$ cat src/hw/tsp_pkg.sv
`default_nettype none

package tsp_pkg;

	// sizes
	localparam int DATA_WIDTH = 32;
	localparam int ADDR_BITS = 10;
	localparam int PID_BITS = 13;
	localparam int PACK_BYTES = 188;
	localparam int PACK_WORDS = PACK_BYTES / (DATA_WIDTH / 8);
	localparam int WORD_ADDR_BITS = $clog2(PACK_WORDS);
	localparam int HEADER_BYTES = 4;
	// first byte position that carries a complete pid
	localparam int PID_READY_INDEX = 3;

	localparam int NUM_REPLACERS = 2;
	localparam int NUM_SLOTS = NUM_REPLACERS + 1;
	localparam int SLOT_BITS = $clog2(NUM_SLOTS);
	localparam int LATENCY = NUM_REPLACERS + 1;

	// register map
	localparam int ADDR_SLOT = 0;
	localparam int ADDR_PID = 2;
	localparam int ADDR_MATCH_ENABLE = 3;
	localparam int ADDR_CAPTURE = 4;
	localparam int ADDR_MATCHED_COUNT = 5;
	localparam int ADDR_DATA_BASE = 128;
	localparam logic [15:0] UNMAPPED_TAG = 16'hE000;

	typedef logic [DATA_WIDTH-1:0] word_t;

	// one stream byte with its packet position
	typedef struct packed {
		logic valid;
		logic sync;
		logic [7:0] data;
		logic [7:0] index;
		logic [PID_BITS-1:0] pid;
		logic pid_known;
	} ts_beat_t;

	typedef struct packed {
		logic enable;
		logic [PID_BITS-1:0] pid;
	} slot_cfg_t;

	// beat belongs to a packet this slot is filtering
	function automatic logic slot_match(ts_beat_t b, slot_cfg_t c);
		return b.valid && b.pid_known && c.enable && (b.pid == c.pid);
	endfunction

endpackage

`default_nettype wire

$ cat src/hw/pid_replacer.sv
`timescale 1ns/1ps
`default_nettype none

module pid_replacer (
	input wire logic clk,
	input wire logic rst_n,
	input wire tsp_pkg::ts_beat_t beat_in,
	input wire tsp_pkg::slot_cfg_t cfg,
	input wire logic data_wr_en,
	input wire logic [tsp_pkg::WORD_ADDR_BITS-1:0] data_addr,
	input wire tsp_pkg::word_t data_wr_data,
	output tsp_pkg::ts_beat_t beat_out,
	output tsp_pkg::word_t matched_count,
	output tsp_pkg::word_t rd_word
);

	// replacement packet, byte k in word k/4 lane k%4
	logic [3:0][7:0] rep_mem [tsp_pkg::PACK_WORDS];

	logic hit;
	logic swap;
	logic [7:0] stored_byte;

	assign hit = tsp_pkg::slot_match(beat_in, cfg);

	// header bytes always pass through
	assign swap = hit
		&& (beat_in.index >= 8'(tsp_pkg::HEADER_BYTES))
		&& (beat_in.index < 8'(tsp_pkg::PACK_BYTES));

	assign stored_byte = rep_mem[beat_in.index[7:2]][beat_in.index[1:0]];

	always_ff @(posedge clk) begin
		if (data_wr_en) begin
			rep_mem[data_addr] <= data_wr_data;
		end
	end

	assign rd_word = rep_mem[data_addr];

	always_ff @(posedge clk) begin
		if (!rst_n) begin
			beat_out <= '0;
		end else begin
			beat_out <= beat_in;
			if (swap) begin
				beat_out.data <= stored_byte;
			end
		end
	end

	always_ff @(posedge clk) begin
		if (!rst_n) begin
			matched_count <= '0;
		end else if (hit && beat_in.index == 8'(tsp_pkg::PID_READY_INDEX)) begin
			matched_count <= matched_count + 1'b1;
		end
	end

endmodule

`default_nettype wire

$ cat config.mk
export PLATFORM = sky130hd
export DESIGN_NAME = pid_replacer
export DESIGN_NICKNAME = d
export VERILOG_FILES = /design/src/hw/tsp_pkg.sv /design/src/hw/pid_replacer.sv
export SDC_FILE = /design/constraint.sdc
export NUM_CORES = 2
export LEC_CHECK = 0
export BUFFER_PORTS_ARGS = -buffer_cell sky130_fd_sc_hd__buf_2
export CORE_MARGIN = 3
export CORE_UTILIZATION = 30
export DETAILED_ROUTE_END_ITERATION = 16
export PLACE_DENSITY = 0.57
export SLEW_MARGIN = 25
export SYNTH_ARGS = -nofsm -noshare
export SYNTH_HDL_FRONTEND = slang
export SYNTH_SLANG_ARGS = --single-unit
$ cat constraint.sdc
create_clock -name clk -period 3.4 [get_ports clk]
set_input_delay 0.17 -clock clk [delete_from_list [all_inputs] [get_ports clk]]
set_output_delay 0.17 -clock clk [all_outputs]
set_load 0.02 [all_outputs]
# ---- Yosys cells after proc, flatten, opt, wreduce, memory -nomap -nowiden
# Memories as Yosys holds them, arrays and structs flattened.
# Cells that the tools add are included.
dict set report classes {
  n_reduce_logical 6
  n_addsub 1
  n_eq_ne 2
  magnitude_cmp 3
  n_mux 5
}
# op n
set ops {}
lappend ops {{$add 32x1->32 const B} 1}
lappend ops {{$bmux 8 s2} 1}
lappend ops {{$mux 8} 2}
lappend ops {{$eq 13x13->1} 1}
lappend ops {{$eq 8x2->1 const B} 1}
lappend ops {{$ge 8x3->1 const B} 1}
lappend ops {{$lt 8x8->1 const B} 1}
lappend ops {{$logic_and 1x1->1} 6}
lappend ops {{$lt 2x3->1 const B} 1}
lappend ops {{$mux 1} 2}
dict set report word_totals {
  ff_bits 64
  input_bits 87
  elab_cells 25
  n_memories 1
  ramBits 1504
}
# memory words width rd rd_ports_with_merged_regs write_ports line_no
set mem_list {}
lappend mem_list {rep_mem 47 32 2 0 1 pid_replacer.sv:18} ;# logic [3:0][7:0] rep_mem [tsp_pkg::PACK_WORDS];

# ---- Longest topological paths before layout
dict set report logic_depth {
  depth_word 6
  depth_mapped 12
  mapped_depth_nobuf 7
}

# ---- Worst setup path after synthesis
# Ideal clock, no wire load.
dict set report synth_path {
  kind {input port to flip-flop}
  from {in data_addr[0] (netlist name)}
  to {mem rep_mem[33][0] (netlist name), enable pin}
  setup_ns 0.425
  arrival_time_ns 3.080
  n_path_buf 4
  path_slack_ns -0.104
  stages 7
  cell_sequence {buf_2 nor3b_1 buf_2 buf_2 buf_1 nand2_1 nor2b_1}
}
# element line_no
set synth_rtl {}
lappend synth_rtl {{from (decl)} pid_replacer.sv:10} ;# input wire logic [tsp_pkg::WORD_ADDR_BITS-1:0] data_addr,
lappend synth_rtl {{to (decl)} pid_replacer.sv:18}
# No word-level cell before the write port.

==> summary.md <==
| Metric | Value |
|---|---|
| Clock Skew | `between 30 and 40 ps` |
| DR top layer | `met5` |
| Non-Filler Instances | `just over 8000` |
| DRT Pass-1 Iters | `8` |
| GR Overflow Total | `0` |
| Period utilisation layout | `approximately 100%` |
| Primary FF master, synth | `edfxtp_1` |
| Final wirelength | `between 200000 and 300000 µm` |
| Slew headroom | `a little under a third` |
| Warnings from Yosys | `0` |
| RSZ-0062 raised after global routing | `no` |
| Max Clock Freq | `about 0.29 GHz` |
| H-tree Lvls | `4` |
| Postcts setup bufs | `0` |
| Initial antenna violation count | `23` |
| Ports | `roughly 180` |
| FF+latch count, synth | `1568` |
| Startpoint Class | `flop` |
| Dpl cells | `roughly 7800` |
| Worst hold path class | `in -> reg` |
| Synth async-reset ratio | `0%` |
| Largest net degree at the start of global routing | `70` |
| Crit. End Element | `primary output` |
| Max-slew violations | `0` |
| EDFF count, synth | `roughly 1500` |
| Synthesized area | `roughly 0.070 mm²` |
| Fin. Hold Viols | `0` |
| Layout cell share with drive strength beyond 1 | `between 20% and 30%` |
| Sequential-to-total area share from yosys stat | `between 60% and 70%` |
| Overall routing resource usage | `a little under a quarter` |
| Worst slew pin tran | `around 1000 ps` |
| Yosys top cell by area | `edfxtp_1` |
| Die footprint | `0.240 mm²` |
| Distinct cell type count after synthesis | `74` |
| Clk sinks | `approximately 1600` |
| Worst Path Required | `around 3200 ps` |
| Site row count | `about 180` |
| FILL cells | `21618` |
| Via/cell ratio | `roughly 6.3` |
| PortBufs | `between 150 and 200` |
| Cells after synthesis | `4425` |
| First-pass GRT wire length | `about 400000 µm` |
| Die H | `around 490 µm` |
| GPL Wtd Cong | `0.936` |
| Final setup violating endpoints | `0` |
| Crit Path Class | `reg -> out` |
| Reg2Reg Setup Slack | `just under 500 ps` |
| Area contributors post-synth | `edfxtp_1 (64%), mux4_2 (9.5%), a22oi_1 (4.0%)` |
| Syn Nets | `4513` |
| Hold Path Depth | `1` |
| Status | `finished, final reports clean` |
| Pwr Total | `0.0441 W` |
| Final nets | `about 5000` |
| Max FO, Critical Path | `2` |
| Vias | `51433` |
| Max Cap Violations | `0` |
| Most frequent cells after synthesis | `edfxtp_1 (1504), a22oi_1 (377), mux4_2 (297), mux2i_1 (233), nand2_1 (227)` |
| Setup tns final | `0 ps` |
| Core Box Area | `between 0.2 and 0.25 mm²` |
| Start point of the worst hold path | `data_wr_data[27]` |
| Avg WL per Cell | `36.3 µm` |
| Lkg Pwr | `27.1 nW` |
| Critical path data arrival time | `3230 ps` |
| Initial core utilization | `30.3%` |
| Clock root buffer | `clkbuf_16` |
| Worst R2R Path Depth | `6` |
| Crit path launch | `rep_mem[26][20]` |
| Post-layout min period | `approximately 3400 ps` |
| Max Root-Sink Buffers | `3` |
| Worst R2R End | `beat_out[29]` |
| CTS clk-pin slew, worst paths | `about 60 ps` |
| Synth top area share | `between 60 and 70%` |
| DRC | `0` |
| Final instance area | `approximately 0.084 mm²` |
| Post-detail-place hpwl | `between 150000 and 200000 µm` |
| Cts bufs inserted | `172` |
| Vias in the first global route | `approximately 50000` |
| CTS tree | `yes` |
| Met2 WL | `~130000 µm` |
| Area growth syn-to-layout | `20.2%` |
| Placed inst area | `about 0.078 mm²` |
| DRT antenna net count | `0` |
| Cell with the most instances after synthesis | `edfxtp_1` |
| DRT iter0 DRCs | `between 9000 and 10000` |
| Worst IR Drop VDD | `about 0.53 mV` |
| Length of routed wiring on met1 | `between 100000 and 150000 µm` |
| Hold Path Sink | `rep_mem[32][27]` |
| PwrDens | `approximately 520 mW/mm²` |
| Worst-Skew Late Latency | `~850 ps` |
| Met3 wire length | `around 41000 µm` |
| Die W | `about 500 µm` |
| Average size of a mapped cell | `15.9 µm²` |
| Final core occ | `a little over a third` |
| Worst R2R Start | `rep_mem[10][23]` |
[routing by layer]
metal / up-vias / track usage (%)
met5: - / 0
met4: 10 / 14.5
met3: 954 / 7.01
met2: 4641 / 34.9
met1: 26121 / 31.4
li1: 19707 / -
[worst max-delay path by stage]
| stage | endpoint | cells past startpoint |
|---|---|---|
| 2_1_floorplan | rep_mem[9][0] | 7 |
| 3_3_place_gp | beat_out[22] | 10 |
| 3_5_place_dp | beat_out[25] | 9 |
| 4_1_cts | rd_word[29] | 8 |
| 5_1_grt | rd_word[20] | 6 |
| 6_report | rd_word[20] | 6 |
[cell type report]
class / count / area, µm² / area share [%]
antenna: 9 / 22.5 / 0.0267
clock inverter: 105 / 1090 / 1.29
inverter: 15 / 56.3 / 0.0667
timing repair buffer: 665 / 5880 / 6.96
clock buffer: 207 / 4510 / 5.34
sequential: 1568 / 46400 / 55.0
tap: 3115 / 3900 / 4.62
multi-input combinational: 2477 / 22500 / 26.7
[timing repair]
action	CTS	global route
hold buffers	45	0
gates cloned	0	0
endpoints found under the setup margin	2	2
gates resized for setup	2	1
pin swaps	0	1
endpoints found under the hold margin	667	0
[cell usage in the layout (no fill, tap or decap), types with 34 or more instances in the layout]
cell type,n
a22o_1,104
mux2i_1,233
a21oi_1,129
clkbuf_16,174
o22ai_1,42
nor2_4,41
o21ai_0,141
nand4_1,38
mux2_2,46
nor2_1,75
buf_12,95
buf_4,345
buf_2,176
clkinv_2,34
mux4_2,297
a22oi_1,377
dlygate4sd3_1,45
dfxtp_1,64
a221oi_1,134
nand2_1,227
nand3_1,43
a31oi_1,83
edfxtp_1,1504
a222oi_1,36
[where the power goes]
part           switching, W  internal [W]
sequential        0.0000755        0.0213
combinational       0.00267       0.00137
clock               0.00810        0.0106
[critical path: stages, from the launching register on]
cell      delay [ps]
edfxtp_1         440
a22o_1           220
a221oi_1         220
a31oi_1          170
nor4_4           730
o21ai_0          350
buf_2            260
[stage by stage]
stage,worst slack (ps),hold slack [ps]
after global placement,-608,385
after detailed placement,-138,385
after global routing,2.00,47.0
after CTS,23.4,4.56
after floorplan,-73.7,269
final,2.12,24.5
[sequential cells by signal, indices dropped and copies added (netlist names)]
register	cells
matched_count	32
rep_mem	1504
beat_out	32
[logic make-up (layout without fill, tap and decap cells)]
| logic type | count (synthesis) | count (layout) | share of synthesized area (%) |
|---|---|---|---|
| adder cells (fa/ha/maj) | 1 | 1 | 0.0178 |
| AND/OR/NAND/NOR | 615 | 615 | 4.26 |
| flip-flops | 1568 | 1568 | 66.1 |
| buffers and inverters | 380 | 992 | 2.55 |
| other | 0 | 9 | 0 |
| multiplexers | 576 | 576 | 13.6 |
| AO/OA/AOI/OAI | 1262 | 1262 | 13.2 |
| XOR/XNOR | 23 | 23 | 0.287 |
(Power assumes the default switching activity.)
