**src/hw/tsp_pkg.sv**
```systemverilog
`default_nettype none

package tsp_pkg;

	// sizes
	localparam int DATA_WIDTH = 32;
	localparam int ADDR_BITS = 10;
	localparam int PID_BITS = 13;
	localparam int PACK_BYTES = 188;
	localparam int PACK_WORDS = PACK_BYTES / (DATA_WIDTH / 8);
	localparam int WORD_ADDR_BITS = $clog2(PACK_WORDS);
	localparam int HEADER_BYTES = 4;
	// first byte position that carries a complete pid
	localparam int PID_READY_INDEX = 3;

	localparam int NUM_REPLACERS = 2;
	localparam int NUM_SLOTS = NUM_REPLACERS + 1;
	localparam int SLOT_BITS = $clog2(NUM_SLOTS);
	localparam int LATENCY = NUM_REPLACERS + 1;

	// register map
	localparam int ADDR_SLOT = 0;
	localparam int ADDR_PID = 2;
	localparam int ADDR_MATCH_ENABLE = 3;
	localparam int ADDR_CAPTURE = 4;
	localparam int ADDR_MATCHED_COUNT = 5;
	localparam int ADDR_DATA_BASE = 128;
	localparam logic [15:0] UNMAPPED_TAG = 16'hE000;

	typedef logic [DATA_WIDTH-1:0] word_t;

	// one stream byte with its packet position
	typedef struct packed {
		logic valid;
		logic sync;
		logic [7:0] data;
		logic [7:0] index;
		logic [PID_BITS-1:0] pid;
		logic pid_known;
	} ts_beat_t;

	typedef struct packed {
		logic enable;
		logic [PID_BITS-1:0] pid;
	} slot_cfg_t;

	// beat belongs to a packet this slot is filtering
	function automatic logic slot_match(ts_beat_t b, slot_cfg_t c);
		return b.valid && b.pid_known && c.enable && (b.pid == c.pid);
	endfunction

endpackage

`default_nettype wire

```
**src/hw/pid_monitor.sv**
```systemverilog
`timescale 1ns/1ps
`default_nettype none

module pid_monitor (
	input wire logic clk,
	input wire logic rst_n,
	input wire tsp_pkg::ts_beat_t beat,
	input wire tsp_pkg::slot_cfg_t cfg,
	input wire logic arm,
	input wire logic [tsp_pkg::WORD_ADDR_BITS-1:0] rd_addr,
	output tsp_pkg::word_t matched_count,
	output logic capture_done,
	output tsp_pkg::word_t rd_word
);

	logic [3:0][7:0] cap_mem [tsp_pkg::PACK_WORDS];

	logic armed;
	logic in_pkt;
	logic hit;
	logic last_byte;
	logic wr_byte;

	assign hit = tsp_pkg::slot_match(beat, cfg);
	assign last_byte = (beat.index == 8'(tsp_pkg::PACK_BYTES - 1));

	// capture only from the start of a packet
	assign wr_byte = armed && beat.valid && (beat.sync || in_pkt)
		&& (beat.index < 8'(tsp_pkg::PACK_BYTES));

	always_ff @(posedge clk) begin
		if (!rst_n) begin
			matched_count <= '0;
		end else if (hit && beat.index == 8'(tsp_pkg::PID_READY_INDEX)) begin
			matched_count <= matched_count + 1'b1;
		end
	end

	always_ff @(posedge clk) begin
		if (!rst_n) begin
			armed <= 1'b0;
			in_pkt <= 1'b0;
			capture_done <= 1'b0;
		end else if (arm) begin
			armed <= 1'b1;
			in_pkt <= 1'b0;
			capture_done <= 1'b0;
		end else if (wr_byte) begin
			in_pkt <= !last_byte;
			// matching packet complete, freeze the buffer
			if (last_byte && hit) begin
				armed <= 1'b0;
				capture_done <= 1'b1;
			end
		end
	end

	always_ff @(posedge clk) begin
		if (wr_byte) begin
			cap_mem[beat.index[7:2]][beat.index[1:0]] <= beat.data;
		end
	end

	assign rd_word = cap_mem[rd_addr];

endmodule

`default_nettype wire

```
**config.mk**
```make
export PLATFORM = sky130hd
export DESIGN_NAME = pid_monitor
export DESIGN_NICKNAME = d
export VERILOG_FILES = /design/src/hw/tsp_pkg.sv /design/src/hw/pid_monitor.sv
export SDC_FILE = /design/constraint.sdc
export NUM_CORES = 1
export LEC_CHECK = 0
export ABC_AREA = 1
export BUFFER_PORTS_ARGS = -buffer_cell sky130_fd_sc_hd__buf_2
export CAP_MARGIN = 40
export CORE_MARGIN = 10
export CORE_UTILIZATION = 45
export CTS_CLUSTER_DIAMETER = 80
export DETAILED_ROUTE_END_ITERATION = 8
export GPL_TIMING_DRIVEN = 1
export PLACE_DENSITY = 0.64
export SYNTH_ARGS = -nofsm -noshare
export SYNTH_HDL_FRONTEND = slang
export SYNTH_SLANG_ARGS = --single-unit
```
**constraint.sdc**
```tcl
create_clock -name clk -period 3.65 [get_ports clk]
set_clock_uncertainty 0.15 [all_clocks]
set_input_delay 0.73 -clock clk [delete_from_list [all_inputs] [get_ports clk]]
set_output_delay 0.73 -clock clk [all_outputs]
set_load 0.02 [all_outputs]
```
# After elaboration in Yosys (flattened, before gate mapping)
# Memory sizes are Yosys's and may differ from the RTL's.
# Cells that the tools add are included.
# Widths: inputs -> output; s select.
# totals
register_bits,35
ram_bits,1504
in_bits,55
out_inout_bits,65
elab_cells,36
n_memories,1
# op_classes
n_addsub,1
n_lt_le_gt_ge,3
n_eq_ne,3
n_mux,7
n_bitwise,1
reduce_logical,16
# memory_table
memory,depth,width,rd,rd_ports_with_merged_regs,wr,line,rtl
cap_mem,47,32,1,0,1,pid_monitor.sv:16,logic [3:0][7:0] cap_mem [tsp_pkg::PACK_WORDS];
# op_table
operator,n
$add 32x1->32 const B,1
$mux 32,1
$demux 8 s2,1
$eq 13x13->1,1
$logic_and 1x1->1,9
$eq 8x2->1 const B,1
$eq 8x8->1 const B,1
$lt 8x8->1 const B,1
$mux 8,1
$mux 1,4
$reduce_and 2->1,2
$reduce_bool 2->1,2
$lt 2x3->1 const B,1
$ge 2x1->1 const B,1
$reduce_or 2->1,1
$logic_not 1->1,1
$logic_or 1x1->1,1
$not 1->1,1

# Longest topological paths before layout
# logic_depth
word_depth,7
mapped_depth,12

# Worst setup path after synthesis
# No wires, ideal clock.
# synth_path
path_kind,input-to-output
startpoint,input rd_addr[0] in the netlist's numbering
endpoint,output rd_word[3]
arrival_ps,1990
setup_slack_ps,780
cell_stages,12
path_buffers,3
cell_sequence,buf_2 inv_2 buf_2 clkbuf_1 nand2_1 nand3_1 nand3_1 nand2_1 nand2_1 nand3_1 nand3_1 nand2_1
# synth_between
elab_chain_cells,1
# synth_lines
item,line,rtl
"start, declared",pid_monitor.sv:10,"input wire logic [tsp_pkg::WORD_ADDR_BITS-1:0] rd_addr,"
$mem_v2 47x32,n/a,
"end, declared",pid_monitor.sv:13,output tsp_pkg::word_t rd_word
# No other way between the ends.

# Final worst setup path
# layout_path
startpoint,input rd_addr[0] in the netlist's numbering
endpoint,output rd_word[24]
# Same word-level chain as after synthesis.

==> report_table.html <==
<table>
<tr><th>Metric</th><th>Value</th></tr>
<tr><th colspan="2">Outcome</th></tr>
<tr><td>Run status</td><td>finished with violations</td></tr>
<tr><td>Failing checks</td><td>setup timing</td></tr>
<tr><th colspan="2">Placement</th></tr>
<tr><td>Dpl hpwl</td><td>113,000 um</td></tr>
<tr><td>Area after DPL</td><td>68,400 um2</td></tr>
<tr><td>Number of port buffers</td><td>119</td></tr>
<tr><td>Cell Count Post-Placement</td><td>7,555</td></tr>
<tr><td>Placer congestion estimate</td><td>0.914</td></tr>
<tr><th colspan="2">Worst hold path</th></tr>
<tr><td>Hold_sp</td><td>rst_n</td></tr>
<tr><td>Tightest Hold Check Type</td><td>in -&gt; reg</td></tr>
<tr><td>Hold path depth</td><td>3</td></tr>
<tr><td>Worst hold path endpoint</td><td>matched_count[18]</td></tr>
<tr><th colspan="2">Die</th></tr>
<tr><td>Die area</td><td>157,000 um2</td></tr>
<tr><td>Row cnt</td><td>137</td></tr>
<tr><td>Die boundary height</td><td>396 um</td></tr>
<tr><td>Die width</td><td>396 um</td></tr>
<tr><td>Area inside the core boundary</td><td>140,000 um2</td></tr>
<tr><td>Starting density of the core</td><td>0.454</td></tr>
<tr><td>Boundary Pins</td><td>120</td></tr>
<tr><th colspan="2">GRT</th></tr>
<tr><td>Leftover overflow at the end of global routing</td><td>0</td></tr>
<tr><td>First-pass GRT wire length</td><td>269,000 um</td></tr>
<tr><td>Total global routing track utilization</td><td>0.224</td></tr>
<tr><td>Largest net degree at the start of global routing</td><td>83</td></tr>
<tr><td>Via count of the first global-routing pass</td><td>42.1k</td></tr>
<tr><td>Initial antenna violation count</td><td>6</td></tr>
<tr><th colspan="2">Yosys</th></tr>
<tr><td>Sequential element share of the synthesized area</td><td>0.722</td></tr>
<tr><td>Top flip-flop cell by instance count after synthesis</td><td>edfxtp_1</td></tr>
<tr><td>Share of synthesized flip-flops with an asynchronous set or reset</td><td>0</td></tr>
<tr><td>Synthesized instance count</td><td>5,592</td></tr>
<tr><td>Mean cell area of the mapped netlist</td><td>11.4 um2</td></tr>
<tr><td>Post-Syn Nets</td><td>5,648</td></tr>
<tr><td>Seq cells post-synth</td><td>1,539</td></tr>
<tr><td>Number of distinct library cells after synthesis</td><td>36</td></tr>
<tr><td>Warning count from the yosys run</td><td>0</td></tr>
<tr><td>Post-synthesis cell area</td><td>63,600 um2</td></tr>
<tr><td>Number of enable flip-flop cells after synthesis</td><td>1,504</td></tr>
<tr><th colspan="2">Power</th></tr>
<tr><td>Worst-case vdd ir drop</td><td>0.000511 V</td></tr>
<tr><td>Leakage component of the power</td><td>0.0262 uW</td></tr>
<tr><td>PD cells</td><td>509 nW/um2</td></tr>
<tr><th colspan="2">Drt</th></tr>
<tr><td>Remaining number of nets flagged by the antenna check after routing</td><td>0</td></tr>
<tr><td># DRC</td><td>0</td></tr>
<tr><td>Router iterations before antenna repair</td><td>7</td></tr>
<tr><td>Routed Wire Length</td><td>180,000 um</td></tr>
<tr><td>Via density per instance</td><td>5.62</td></tr>
<tr><td>Routed length per placed instance</td><td>22.9 um</td></tr>
<tr><td>Violation count after the first detailed-route iteration</td><td>5,082</td></tr>
<tr><td>Count of vias placed by the detailed router</td><td>44.0k</td></tr>
<tr><th colspan="2">Timing</th></tr>
<tr><td>Endpoints failing hold</td><td>0</td></tr>
<tr><td>Final Setup Violations</td><td>1</td></tr>
<tr><td>Relative slew slack</td><td>0.427</td></tr>
<tr><td>Setup repair after global routing missed its margin</td><td>true</td></tr>
<tr><td>Hold_ws</td><td>0.120 ns</td></tr>
<tr><td>Slew at the pin closest to its max-slew limit</td><td>0.860 ns</td></tr>
<tr><td>Number of pins with negative max-slew slack in the final report</td><td>0</td></tr>
<tr><td>F_max</td><td>273 MHz</td></tr>
<tr><td>Period Utilization, post-route</td><td>1.00</td></tr>
<tr><td>Minimum clock period</td><td>3.66 ns</td></tr>
<tr><td>Final Worst Setup Slack</td><td>-0.00709 ns</td></tr>
<tr><th colspan="2">Cells and area</th></tr>
<tr><td>Core occupancy in the finished layout</td><td>0.525</td></tr>
<tr><td>Final-stage net count</td><td>5,896</td></tr>
<tr><td>Final design area excluding fillers</td><td>73,400 um2</td></tr>
<tr><td>Number of standard cells in the final layout excluding fillers</td><td>7,839</td></tr>
<tr><td>Synth-to-Final Area Change</td><td>15.5%</td></tr>
<tr><td>Share of final-layout standard cells stronger than drive strength 1</td><td>0.116</td></tr>
<tr><th colspan="2">Clock tree</th></tr>
<tr><td>Number of sinks handled by clock tree synthesis</td><td>1,539</td></tr>
<tr><td>Number of buffers created by CTS</td><td>156</td></tr>
<tr><td>CTS H-Tree Depth</td><td>4</td></tr>
<tr><td>Clock Path Buffers</td><td>3</td></tr>
<tr><td>Clock tree from TritonCTS</td><td>built</td></tr>
<tr><td>Clock Tree Root</td><td>clkbuf_16</td></tr>
<tr><td>Clk Latency, worst-skew pair</td><td>0.80 ns</td></tr>
<tr><td>Clock-pin slew reported for the worst setup and hold paths after clock tree synthesis</td><td>0.06 ns</td></tr>
<tr><th colspan="2">Worst setup path</th></tr>
<tr><td>Type of element launching the critical path</td><td>input pin</td></tr>
<tr><td>Data arrival time of the critical path</td><td>2.78 ns</td></tr>
<tr><td>Setup crit end kind</td><td>output port</td></tr>
<tr><td>Max Fanout on Critical Path</td><td>23</td></tr>
<tr><td>Number of cell instances on the worst register-to-register path</td><td>6</td></tr>
<tr><td>Required time worst endpoint</td><td>2.77 ns</td></tr>
<tr><td>Setup slack on the worst flop-to-flop path</td><td>1.34 ns</td></tr>
<tr><td>Endpoint of the lowest-slack register-to-register path</td><td>cap_mem[5][17]</td></tr>
<tr><td>Critical path type</td><td>in -&gt; out</td></tr>
<tr><td>Startpoint of the worst-slack reg-to-reg timing path</td><td>armed</td></tr>
<tr><th colspan="2">Run</th></tr>
<tr><td>Max-cap viol count</td><td>0</td></tr>
</table>
synth_stat cells (3+ instances only):
cell type	n	area [um2]
dfxtp_1	35	701
nor2_1	383	1440
nand3_1	1028	5140
a21oi_1	114	571
xor2_1	10	87.6
nor3_4	3	48.8
nand3b_1	8	60.1
buf_2	114	571
buf_6	13	146
nor3_1	13	65.1
nand2_1	1809	6790
buf_1	60	225
o21bai_2	3	33.8
nand3_2	3	30.0
o21ai_0	149	746
nand4_1	10	62.6
buf_4	10	75.1
o211ai_1	32	240
edfxtp_1	1504	45200
clkbuf_1	156	586
o22ai_1	52	325
inv_1	62	233
inv_2	3	11.3
registers in the layout, summed over array words and instances (netlist names):
register / count
matched_count: 32
in_pkt: 1
capture_done: 1
armed: 1
cap_mem: 1504
layer usage:
layer  up-vias  wire (um)  GRT usage
met5         -         27          0
met4         4       6490     0.0789
met3       354      17400     0.0512
met2      2071      82800      0.352
met1     21472      73000      0.305
li1      20126          -          -
through the flow:
step	TNS (ns)	setup slack (ns)	power (uW)
2_1_floorplan	0	0.780	21000
3_3_place_gp	-0.0207	-0.0207	22200
3_5_place_dp	-0.0320	-0.0320	22200
4_1_cts	0	0.0117	37500
5_1_grt	-0.261	-0.0696	38500
6_report	-0.00709	-0.00709	37400
cells in the final DEF (no fill, tap or decap), drive strengths merged, types with 2 or more instances in the layout:
cell type,count
nand2,1810
edfxtp,1504
nand3,1032
buf,441
nor2,388
clkbuf,191
o21ai,151
a21oi,114
inv,73
clkinv,64
o22ai,52
dfxtp,35
o211ai,32
nor3,16
bufinv,12
nand4,11
xor2,10
nand3b,8
clkinvlp,6
diode,3
o21bai,3
xnor2,2
and2,2
final cells by class:
cell class / count / area (um2)
Antenna cell: 3 / 7.51
Clock inverter: 88 / 856
Tap cell: 1876 / 2350
Clock buffer: 190 / 4040
Sequential cell: 1539 / 45900
Fill cell: 11936 / 66500
Timing Repair Buffer: 443 / 4130
Multi-Input combinational cell: 3633 / 15900
Inverter: 67 / 273
power breakdown:
part,internal [uW],switching [uW],leakage (uW)
logic,707,1780,0.0100
registers,19400,1.19,0.0138
clock network,8770,6760,0.00237
total,28900,8540,0.0262
repair_timing:
action | in CTS | in global routing
cloned | 1 | 1
resized for setup | 0 | 15
endpoints found under the setup margin | 1 | 18
pin swaps | 0 | 0
buffers inserted | 0 | 0
hold buffers | 0 | 0
cells by family (layout without fill, tap and decap cells):
family,count (synthesis),after routing,share of synthesized area
buffers and inverters,420,788,0.0292
DFF,1539,1539,0.722
and+or+nand+nor,3268,3268,0.217
adders and majority gates,1,1,0.000197
AOI/OAI and AO/OA,352,352,0.0304
xor gates and xnor gates,12,12,0.00165
other,0,3,0
worst max path at each step:
stage	from	end	slack (ns)	depth (start not counted)
2_1_floorplan	rd_addr[0]	rd_word[3]	0.78	12
3_3_place_gp	rd_addr[0]	rd_word[24]	-0.02	12
3_5_place_dp	rd_addr[0]	rd_word[24]	-0.03	12
4_1_cts	rd_addr[0]	rd_word[24]	0.01	12
5_1_grt	rd_addr[0]	rd_word[17]	-0.07	13
6_report	rd_addr[0]	rd_word[24]	-0.007	12
critical path: stages:
cell and delay (ns):
buf_8 0.13, inv_8 0.16, buf_4 0.25, buf_12 0.21
buf_12 0.17, nand2_1 0.07, a21oi_1 0.11, o21ai_0 0.15
nand3_1 0.15, nand3_1 0.20, nand2_2 0.19, buf_2 0.19
No activity file was read; power rests on OpenSTA's default activity.
