[src/hw/tsp_pkg.sv]
`default_nettype none

package tsp_pkg;

	// sizes
	localparam int DATA_WIDTH = 32;
	localparam int ADDR_BITS = 10;
	localparam int PID_BITS = 13;
	localparam int PACK_BYTES = 188;
	localparam int PACK_WORDS = PACK_BYTES / (DATA_WIDTH / 8);
	localparam int WORD_ADDR_BITS = $clog2(PACK_WORDS);
	localparam int HEADER_BYTES = 4;
	// first byte position that carries a complete pid
	localparam int PID_READY_INDEX = 3;

	localparam int NUM_REPLACERS = 2;
	localparam int NUM_SLOTS = NUM_REPLACERS + 1;
	localparam int SLOT_BITS = $clog2(NUM_SLOTS);
	localparam int LATENCY = NUM_REPLACERS + 1;

	// register map
	localparam int ADDR_SLOT = 0;
	localparam int ADDR_PID = 2;
	localparam int ADDR_MATCH_ENABLE = 3;
	localparam int ADDR_CAPTURE = 4;
	localparam int ADDR_MATCHED_COUNT = 5;
	localparam int ADDR_DATA_BASE = 128;
	localparam logic [15:0] UNMAPPED_TAG = 16'hE000;

	typedef logic [DATA_WIDTH-1:0] word_t;

	// one stream byte with its packet position
	typedef struct packed {
		logic valid;
		logic sync;
		logic [7:0] data;
		logic [7:0] index;
		logic [PID_BITS-1:0] pid;
		logic pid_known;
	} ts_beat_t;

	typedef struct packed {
		logic enable;
		logic [PID_BITS-1:0] pid;
	} slot_cfg_t;

	// beat belongs to a packet this slot is filtering
	function automatic logic slot_match(ts_beat_t b, slot_cfg_t c);
		return b.valid && b.pid_known && c.enable && (b.pid == c.pid);
	endfunction

endpackage

`default_nettype wire

[src/hw/ts_framer.sv]
`timescale 1ns/1ps
`default_nettype none

module ts_framer (
	input wire logic clk,
	input wire logic rst_n,
	input wire logic [7:0] mpeg_data,
	input wire logic mpeg_valid,
	input wire logic mpeg_sync,
	output tsp_pkg::ts_beat_t beat
);

	// position of the next byte, saturating on a missing sync
	logic [7:0] byte_cnt;
	logic [7:0] cur_index;
	logic [4:0] pid_hi;
	logic [tsp_pkg::PID_BITS-1:0] pid_q;

	assign cur_index = mpeg_sync ? 8'd0 : byte_cnt;

	always_ff @(posedge clk) begin
		if (!rst_n) begin
			byte_cnt <= '0;
			pid_hi <= '0;
			pid_q <= '0;
		end else if (mpeg_valid) begin
			if (cur_index != 8'hFF) begin
				byte_cnt <= cur_index + 8'd1;
			end else begin
				byte_cnt <= cur_index;
			end
			if (cur_index == 8'd1) begin
				pid_hi <= mpeg_data[4:0];
			end
			// low pid byte completes the pid
			if (cur_index == 8'd2) begin
				pid_q <= {pid_hi, mpeg_data};
			end
		end
	end

	// annotated beat, one cycle behind the input
	always_ff @(posedge clk) begin
		if (!rst_n) begin
			beat <= '0;
		end else begin
			beat.valid <= mpeg_valid;
			beat.sync <= mpeg_valid && mpeg_sync;
			beat.data <= mpeg_data;
			beat.index <= cur_index;
			beat.pid <= pid_q;
			beat.pid_known <= mpeg_valid && (cur_index >= 8'(tsp_pkg::PID_READY_INDEX));
		end
	end

endmodule

`default_nettype wire

[config.mk]
export PLATFORM = sky130hd
export DESIGN_NAME = ts_framer
export DESIGN_NICKNAME = d
export VERILOG_FILES = /design/src/hw/tsp_pkg.sv /design/src/hw/ts_framer.sv
export SDC_FILE = /design/constraint.sdc
export NUM_CORES = 1
export LEC_CHECK = 0
export BUFFER_PORTS_ARGS = -buffer_cell sky130_fd_sc_hd__buf_2
export CORE_AREA = 2 2 78 80
export DETAILED_ROUTE_END_ITERATION = 10
export DIE_AREA = 0 0 80 82
export GPL_TIMING_DRIVEN = 1
export REMOVE_ABC_BUFFERS = 1
export SLEW_MARGIN = 25
export SYNTH_ARGS = -nofsm -noshare
export SYNTH_HDL_FRONTEND = slang
export SYNTH_SLANG_ARGS = --single-unit
[constraint.sdc]
create_clock -name clk -period 2 [get_ports clk]
set_input_delay 0.1 -clock clk [delete_from_list [all_inputs] [get_ports clk]]
set_output_delay 0.1 -clock clk [all_outputs]
set_load 0.1 [all_outputs]
Word-level counts from Yosys, hierarchy flattened
Index checks and enable logic that the tools add are counted.

storage, ports and cells
  input port bits = 12
  register bits after elaboration = 58
  output and inout port bits = 32
  word-level logic and storage cells = 20

cells by class
  $lt $le $gt $ge = 1
  multiplexer cells = 2
  add/subtract/negate cells = 1
  reductions and logical operators = 4
  eq/ne operators = 3

operators with widths
  kind                   count
  $mux W8                2
  $add A8 B1 Y8 const B  1
  $eq A8 B1 Y1 const B   1
  $eq A8 B2 Y1 const B   1
  $ge A8 B2 Y1 const B   1
  $ne A8 B8 Y1 const B   1
  $reduce_and A2 Y1      2
  $logic_and A1 B1 Y1    2

Longest topological paths before layout
Gate-level depths: netlist of run 1.

  depth in word-level cells = 3
  gate-level depth with buffers = 9
  mapped depth without buffers = 7

Least setup slack after synthesis of run 1
Ideal clock, no wire load.

  kind = input to register
  from = in mpeg_sync
  to = reg pid_q[3] (netlist bit)
  stages = 9
  setup slack = -0.002 ns
  path buffers = 3
  required time = 1.879 ns
  data arrival time = 1.881 ns
  library setup time = 0.121 ns
  cells stage by stage = buf_2 -> clkbuf_1 -> nand2b_1 -> inv_1 -> ha_1 -> nor4bb_2 -> a32oi_2 -> buf_6 -> mux2_4

on the way
  longest elaborated chain between the ends = 3

ends and longest elaborated chain
  item                         line             text
  start, declared              ts_framer.sv:9   input wire logic mpeg_sync,
  $mux W8                      ts_framer.sv:19  assign cur_index = mpeg_sync ? 8'd0 : byte_cnt;
  net cur_index[1]             ts_framer.sv:15  logic [7:0] cur_index;
  $eq A8 B2 Y1                 ts_framer.sv:36  if (cur_index == 8'd2) begin
  $reduce_and A2 Y1 (no line)  n/a
  end signal, assigned         ts_framer.sv:37  pid_q <= {pid_hi, mpeg_data};
  end, declared                ts_framer.sv:17  logic [tsp_pkg::PID_BITS-1:0] pid_q;

The timed path passes the listed nets, and every way through them passes these cells.
A chain may end at the register's enable or synchronous reset.

Worst setup path in the final report of run 1
  from = reg byte_cnt[0]
  to = reg pid_q[4] (netlist bit)

on the way
  longest elaborated chain between the ends = 3

ends and longest elaborated chain
  item                         line             text
  start, declared              ts_framer.sv:14  logic [7:0] byte_cnt;
  start signal, assigned       ts_framer.sv:28  byte_cnt <= cur_index + 8'd1;
  start signal, assigned       ts_framer.sv:30  byte_cnt <= cur_index;
  $mux W8                      ts_framer.sv:19
  net cur_index[0]             ts_framer.sv:15
  $eq A8 B2 Y1                 ts_framer.sv:36
  $reduce_and A2 Y1 (no line)  n/a

The timed path passes the listed nets, and every way through them passes these cells.

==> impl_metrics.csv, run 1 <==
group,metric,value,unit
outcome,status,"finished, final reports clean",
worst_setup_path,reg2reg_depth,8,
worst_setup_path,path_cells,"inv_1, nor2_4, inv_1, ha_1, nor4bb_2, a32oi_2, clkbuf_16, mux2_4",
worst_setup_path,crit_buf_inv,3,
sta,timing.final.ws_setup,0.108,ns
grt,busiest_layer,"met2",
worst_setup_path,critPathMaxFanout,6,
clocking,numCtsBuffers,9,
grt,grt_max_degree,23,
worst_setup_path,worstSetupPathType,"register to register",
pwr,ir_drop,0.417,mV
hold_path,hp-class,"input pin to register",
sta,whs,0.0279,ns
hold_path,whs_endpoint,"beat[25]$_SDFF_PN0_",
die,rows,28,
synthesis,synth_commonest_cells,"dfxtp_1 (58), nand2_1 (20), and2_1 (19)",
clocking,cts_tree,"built",
worst_setup_path,worstReg2RegEnd,"pid_q[4]$_SDFFE_PN0P_",
worst_setup_path,worst_ep_required_time,2.22,ns
synthesis,syn_avg_cell_area,10.9,sq um
detailed_routing,routed_wl,3680,um
die,start_util,0.359,
placement,dpl_cell_area,2350,sq um
clocking,cts-root-buf,"clkbuf_8",
synthesis,synth_top_area_frac,0.563,
grt,met2_usage,0.167,
worst_setup_path,crit_family,"buffers and inverters",
grt,grt_first_pass_wirelength,5840,um
clocking,clockBufferDepth,2,
clocking,clk_latency,0.33,ns
clocking,clkSlewWorstSetupHoldPaths,0.07,ns
grt,use_met3,0.0451,
placement,dp_hpwl,2410,um
synthesis,ys_async_sr_fraction,0,
sta,layout_min_cycle_time,1.89,ns
grt,antenna_found_initial,0,
finish,drive_gt1_frac,0.313,
hold_path,hp-start,"mpeg_data[3]",
hold_path,worst_hold_path.num_cells,3,
synthesis,ys_ff_latch,58,
worst_setup_path,critPathMaxStageDelay,0.34,ns
finish,post-route-util,0.462,
detailed_routing,route.vias.total,1471,
synthesis,ys_types,37,
sta,finClkSkew,0.00553,ns
pwr,leakage,1.33,nW
sta,fmax,529,MHz
placement,post-place-ws,0.0618,ns
sta,tightest_slew,0.491,ns
clocking,htree_levels,3,
finish,fin_nets,262,
grt,grt_util_met1,0.152,
sta,rsz0062_at_grt,"false",
job,maxCapViolCount,0,
detailed_routing,ant_nets,0,
grt,grt_pass1_vias,1302,
worst_setup_path,startpoint_type,"register",
worst_setup_path,crit_start,"byte_cnt[0]$_SDFFE_PN0P_",
finish,postLayoutCellArea,2650,sq um
sta,relSlewSlack,0.673,
detailed_routing,drc,0,
worst_setup_path,cpMaxStageDelayCell,"dfxtp_2",
die,io_pins,44,
grt,grt_usage,0.121,
synthesis,yosys_warnings,0,
sta,finalCritPeriodShare,0.946,
worst_setup_path,r2r-start,"byte_cnt[0]$_SDFFE_PN0P_",
die,fp.dieH,82,um
sta,setup_tns,0,ns
placement,gp_congestion,0.832,
synthesis,syn_inst,189,
synthesis,synth_most_common_cell,"dfxtp_1",
finish,nFillCells,552,
synthesis,synth_edf_count,0,
clocking,cts.sinks,58,
grt,grt_overflow,0,
synthesis,synthFlopType,"dfxtp_1",
worst_setup_path,reg2reg_slack,0.11,ns
placement,io_buffers,43,
sta,hold_viol_final,0,
finish,diodes,0,
synthesis,synth_area_leaders,"dfxtp_1 (56%), and2_1 (5.8%), mux2i_1 (5.3%)",
die,core_area,5750,sq um
synthesis,synth_seq_area_share,0.563,
synthesis,yosys.area.top_type,"dfxtp_1",
die,die_area,6560,sq um
worst_setup_path,arrival,2.11,ns
pwr,power_density,870,nW/um^2
detailed_routing,wl_per_cell,11.2,um
die,die_w,80,um
worst_setup_path,cp_common_cell,"inv_1",
detailed_routing,via_per_inst,4.50,
finish,syn_to_final_growth,28.6,%
sta,setup_viol,0,
sta,drv_slew,0,
synthesis,synth_area,2060,sq um
detailed_routing,drt_iter0_drc,96,
detailed_routing,firstDrtPassIters,4,
worst_setup_path,endpoint_kind,"register",
==> timing repair <==
| action | 4_1_cts | 5_1_grt |
|---|---|---|
| gates resized for setup | 0 | 3 |
| hold endpoints to repair | 7 | 0 |
| hold buffers | 7 | 0 |
| endpoints found under the setup margin | 0 | 8 |
| buffers inserted | 0 | 3 |
==> power breakdown <==
| group | switching, mW | leakage, nW | internal [mW] |
|---|---|---|---|
| Sequential | 0.00619 | 0.471 | 1.18 |
| Combinational | 0.151 | 0.775 | 0.0569 |
| Clock | 0.440 | 0.0851 | 0.476 |
==> cells in the final DEF (no fill, tap or decap), types with 3 or more instances in the layout <==
master / synthesis / layout
mux2i_1: 11 / 11
and2_1: 19 / 19
a21oi_1: 3 / 3
mux2_2: 3 / 3
mux2_4: 5 / 5
nand2_1: 20 / 20
dlygate4sd3_1: 0 / 7
a31oi_1: 3 / 3
nor2_1: 6 / 5
and3_1: 3 / 3
a311oi_1: 3 / 3
buf_4: 0 / 5
ha_1: 3 / 3
dfxtp_1: 58 / 57
clkbuf_8: 0 / 10
clkinv_2: 0 / 3
buf_2: 4 / 43
o21ai_0: 3 / 3
inv_1: 15 / 15
==> layout make-up <==
| cell class | instances | area [sq um] | share of cell area |
|---|---|---|---|
| sequential | 58 | 1160 | 0.438 |
| multi-input combinational | 106 | 801 | 0.302 |
| timing repair buffer | 57 | 368 | 0.139 |
| clock buffer | 11 | 141 | 0.0533 |
| tap | 75 | 93.8 | 0.0354 |
| inverter | 15 | 56.3 | 0.0212 |
| clock inverter | 5 | 30.0 | 0.0113 |
==> state kept, by name (all words and copies together) (netlist names) <==
signal / flops
pid_q: 13
beat: 32
pid_hi: 5
byte_cnt: 8
==> per-stage QoR <==
stage          instances  total power, mW
6_report             327             2.31
3_5_place_dp         300             1.40
5_1_grt              327             2.41
3_3_place_gp         300             1.40
4_1_cts              323             2.33
2_1_floorplan        179             1.35
==> how the worst max path moves through the flow <==
stage	to	slack, ns	cells after the start
2_1_floorplan	pid_q[0]$_SDFFE_PN0P_	-0.13	7
3_3_place_gp	pid_q[1]$_SDFFE_PN0P_	0.12	8
3_5_place_dp	pid_q[1]$_SDFFE_PN0P_	0.06	8
4_1_cts	pid_q[2]$_SDFFE_PN0P_	0.05	8
6_report	pid_q[4]$_SDFFE_PN0P_	0.11	8
5_1_grt	pid_q[2]$_SDFFE_PN0P_	0.03	8
==> kinds of logic after synthesis <==
logic type                 after synthesis  share of synthesized area
muxes                                   19                      0.106
buffers and inverters                   25                     0.0522
and+or+nand+nor                         64                      0.181
DFF                                     58                      0.563
AOI/OAI and AO/OA                       20                     0.0789
adders and majority gates                3                     0.0182
==> layer usage <==
metal | up-vias | part of all wire
li1 | 762 | -
met1 | 661 | 0.50
met2 | 35 | 0.42
met3 | 13 | 0.051
met4 | 0 | 0.031
met5 | - | 0
==> worst min-delay path: cells and delay by family <==
family	cells	cell delay (ns)
buffers and inverters	2	0.15
AND/OR/NAND/NOR	1	0.07
Power figures use the tool's default switching activity.
==> run 2: changes to the inputs <==
--- a/config.mk
+++ b/config.mk
@@ -10,6 +10,7 @@
 export DETAILED_ROUTE_END_ITERATION = 10
 export DIE_AREA = 0 0 80 82
 export GPL_TIMING_DRIVEN = 1
+export PLACE_DENSITY = 0.67
 export REMOVE_ABC_BUFFERS = 1
 export SLEW_MARGIN = 25
 export SYNTH_ARGS = -nofsm -noshare
==> run 2 against run 1 <==
Compared with the run above: count of clock-buffer cells in the layout unchanged; setup slack improved by 0.014 ns; register-to-register slack about the same; die area unchanged; maximum frequency increased by 0.72%; core utilization decreased by 0.41 points; total power increased by 4.0%; clock skew about the same; final area decreased by 0.90%; non-clock buffer count decreased by 2; critical endpoint is now pid_q[0]$_SDFFE_PN0P_; largest cell class unchanged; highest routed layer unchanged.
==> impl_metrics.csv, run 2 (synthesis gave the netlist of run 1 again) <==
group,metric,value,unit
die,start_util,0.359,
grt,grt_overflow,0,
sta,fmax,532,MHz
finish,mostFrequentLayoutCell,"dfxtp_1",
sta,finClkSkew,0.00602,ns
die,core_area,5750,sq um
detailed_routing,ant_nets,0,
worst_setup_path,endpoint_kind,"register",
detailed_routing,via_per_inst,4.55,
die,io_pins,44,
sta,drv_slew,0,
pwr,comb_power_share,0.085,
clocking,clkSlewWorstSetupHoldPaths,0.06,ns
clocking,clockBufferDepth,2,
pwr,p_sw_frac,0.249,
finish,final_cell_mix,"dfxtp_1 (58), buf_2 (43), nand2_1 (20)",
clocking,numCtsBuffers,9,
sta,rsz0062_at_grt,"false",
worst_setup_path,startpoint_type,"register",
die,rows,28,
grt,grt_usage,0.127,
job,maxCapViolCount,0,
clocking,cts-root-buf,"clkbuf_8",
die,die_w,80,um
grt,grt_max_degree,35,
hold_path,hp-start,"mpeg_data[3]",
worst_setup_path,reg2reg_slack,0.12,ns
worst_setup_path,critPathMaxStageDelay,0.35,ns
sta,finalCritPeriodShare,0.939,
pwr,p_sw,0.598,mW
hold_path,whs_endpoint,"beat[25]$_SDFF_PN0_",
die,die_area,6560,sq um
placement,post-place-ws,0.0295,ns
hold_path,worst_hold_path.num_cells,3,
detailed_routing,drc,0,
detailed_routing,route.vias.total,1479,
worst_setup_path,worstReg2RegEnd,"pid_q[0]$_SDFFE_PN0P_",
finish,diodes,0,
die,fp.dieH,82,um
pwr,power_density,912,nW/um^2
hold_path,hp-class,"input pin to register",
finish,post-route-util,0.458,
finish,postLayoutCellArea,2630,sq um
placement,gp_congestion,0.827,
finish,drive_gt1_frac,0.300,
worst_setup_path,reg2reg_depth,8,
clocking,cts_tree,"built",
worst_setup_path,r2r-start,"byte_cnt[0]$_SDFFE_PN0P_",
pwr,ir_drop,0.426,mV
detailed_routing,firstDrtPassIters,4,
finish,largest_reg_flops,32,
worst_setup_path,cp_common_cell,"inv_1",
detailed_routing,routed_wl,3880,um
worst_setup_path,crit_buf_inv,3,
finish,fin_nets,260,
pwr,finalPower,2.40,mW
sta,relSlewSlack,0.640,
placement,dp_hpwl,2460,um
detailed_routing,drt_iter0_drc,129,
pwr,p_seq_frac,0.493,
pwr,internal_power,1.80,mW
finish,biggestRegsByFlops,"beat: 32 flops, pid_q: 13 flops, byte_cnt: 8 flops",
sta,tightest_slew,0.540,ns
worst_setup_path,worst_ep_required_time,2.22,ns
finish,syn_to_final_growth,27.5,%
worst_setup_path,path_cells,"inv_1, nor2_2, inv_1, ha_1, nor4bb_2, a32oi_2, buf_12, mux2_2",
worst_setup_path,worstSetupPathType,"register to register",
placement,io_buffers,43,
detailed_routing,wl_per_cell,11.9,um
sta,layout_min_cycle_time,1.88,ns
grt,grt_pass1_vias,1364,
clocking,cts.sinks,58,
worst_setup_path,cpMaxStageDelayCell,"dfxtp_1",
sta,hold_viol_final,0,
finish,largest_register,"beat",
grt,antenna_found_initial,0,
sta,timing.final.ws_setup,0.122,ns
sta,setup_viol,0,
worst_setup_path,arrival,2.10,ns
placement,dpl_cell_area,2350,sq um
pwr,p_clk_frac,0.422,
grt,grt_first_pass_wirelength,6100,um
worst_setup_path,critPathMaxFanout,12,
worst_setup_path,crit_family,"flip-flops",
clocking,clk_latency,0.33,ns
clocking,htree_levels,3,
pwr,leakage,1.32,nW
outcome,status,"finished, final reports clean",
## run 2: how the worst max path moves through the flow
stage | start | end | slack (ns) | cells after the start
after floorplan | byte_cnt[0]$_SDFFE_PN0P_ | pid_q[0]$_SDFFE_PN0P_ | -0.13 | 7
after global placement | byte_cnt[0]$_SDFFE_PN0P_ | pid_q[1]$_SDFFE_PN0P_ | 0.12 | 8
after detailed placement | byte_cnt[0]$_SDFFE_PN0P_ | pid_q[0]$_SDFFE_PN0P_ | 0.03 | 8
after CTS | byte_cnt[0]$_SDFFE_PN0P_ | pid_q[0]$_SDFFE_PN0P_ | 0.02 | 8
after global routing | byte_cnt[0]$_SDFFE_PN0P_ | pid_q[0]$_SDFFE_PN0P_ | 0.01 | 8
final | byte_cnt[0]$_SDFFE_PN0P_ | pid_q[0]$_SDFFE_PN0P_ | 0.12 | 8
## run 2: cell type report
| cell class | count | area (sq um) |
|---|---|---|
| tap | 75 | 93.8 |
| multi-input combinational | 106 | 796 |
| clock buffer | 11 | 131 |
| clock inverter | 5 | 55.1 |
| timing repair buffer | 55 | 335 |
| inverter | 15 | 56.3 |
| sequential | 58 | 1160 |
| fill | 552 | 3120 |
## run 2: per-layer routing
| metal | wire length, um | up-vias | GRT usage |
|---|---|---|---|
| li1 | - | 753 | - |
| met1 | 1860 | 670 | 0.159 |
| met2 | 1680 | 46 | 0.177 |
| met3 | 238 | 10 | 0.0516 |
| met4 | 106 | 0 | 0.0881 |
| met5 | 0 | - | 0 |
## run 2: stage by stage
stage                     hold WS, ns  setup TNS [ns]  std cells
after global routing           0.0123               0        325
after detailed placement        0.332               0        299
after CTS                     0.00412               0        322
after global placement          0.336               0        299
final                         0.00926               0        325
after floorplan                 0.177          -0.740        179
## run 2: what timing repair did
item                                   CTS  global route
setup endpoints to repair                0             8
hold buffers                             7             0
gates resized for setup                  0             1
endpoints found under the hold margin    7             0
setup buffers                            0             3
## run 2: worst register-to-register path: cells and delay by family, from the launching register on
kind | cells | cell delay, ns
flip-flops | 1 | 0.35
multiplexers | 1 | 0.34
AND/OR/NAND/NOR | 2 | 0.34
buffers and inverters | 3 | 0.32
AO/OA/AOI/OAI | 1 | 0.23
adder cells (fa/ha/maj) | 1 | 0.20
## run 2: power by group through the flow
stage               Sequential [mW]  Combinational, mW  Clock (mW)
floorplan                      1.30             0.0452           0
global placement               1.21              0.190           0
detailed placement             1.21              0.191           0
CTS                            1.18              0.202        1.04
global route                   1.18              0.215        1.10
finish                         1.18              0.203        1.01
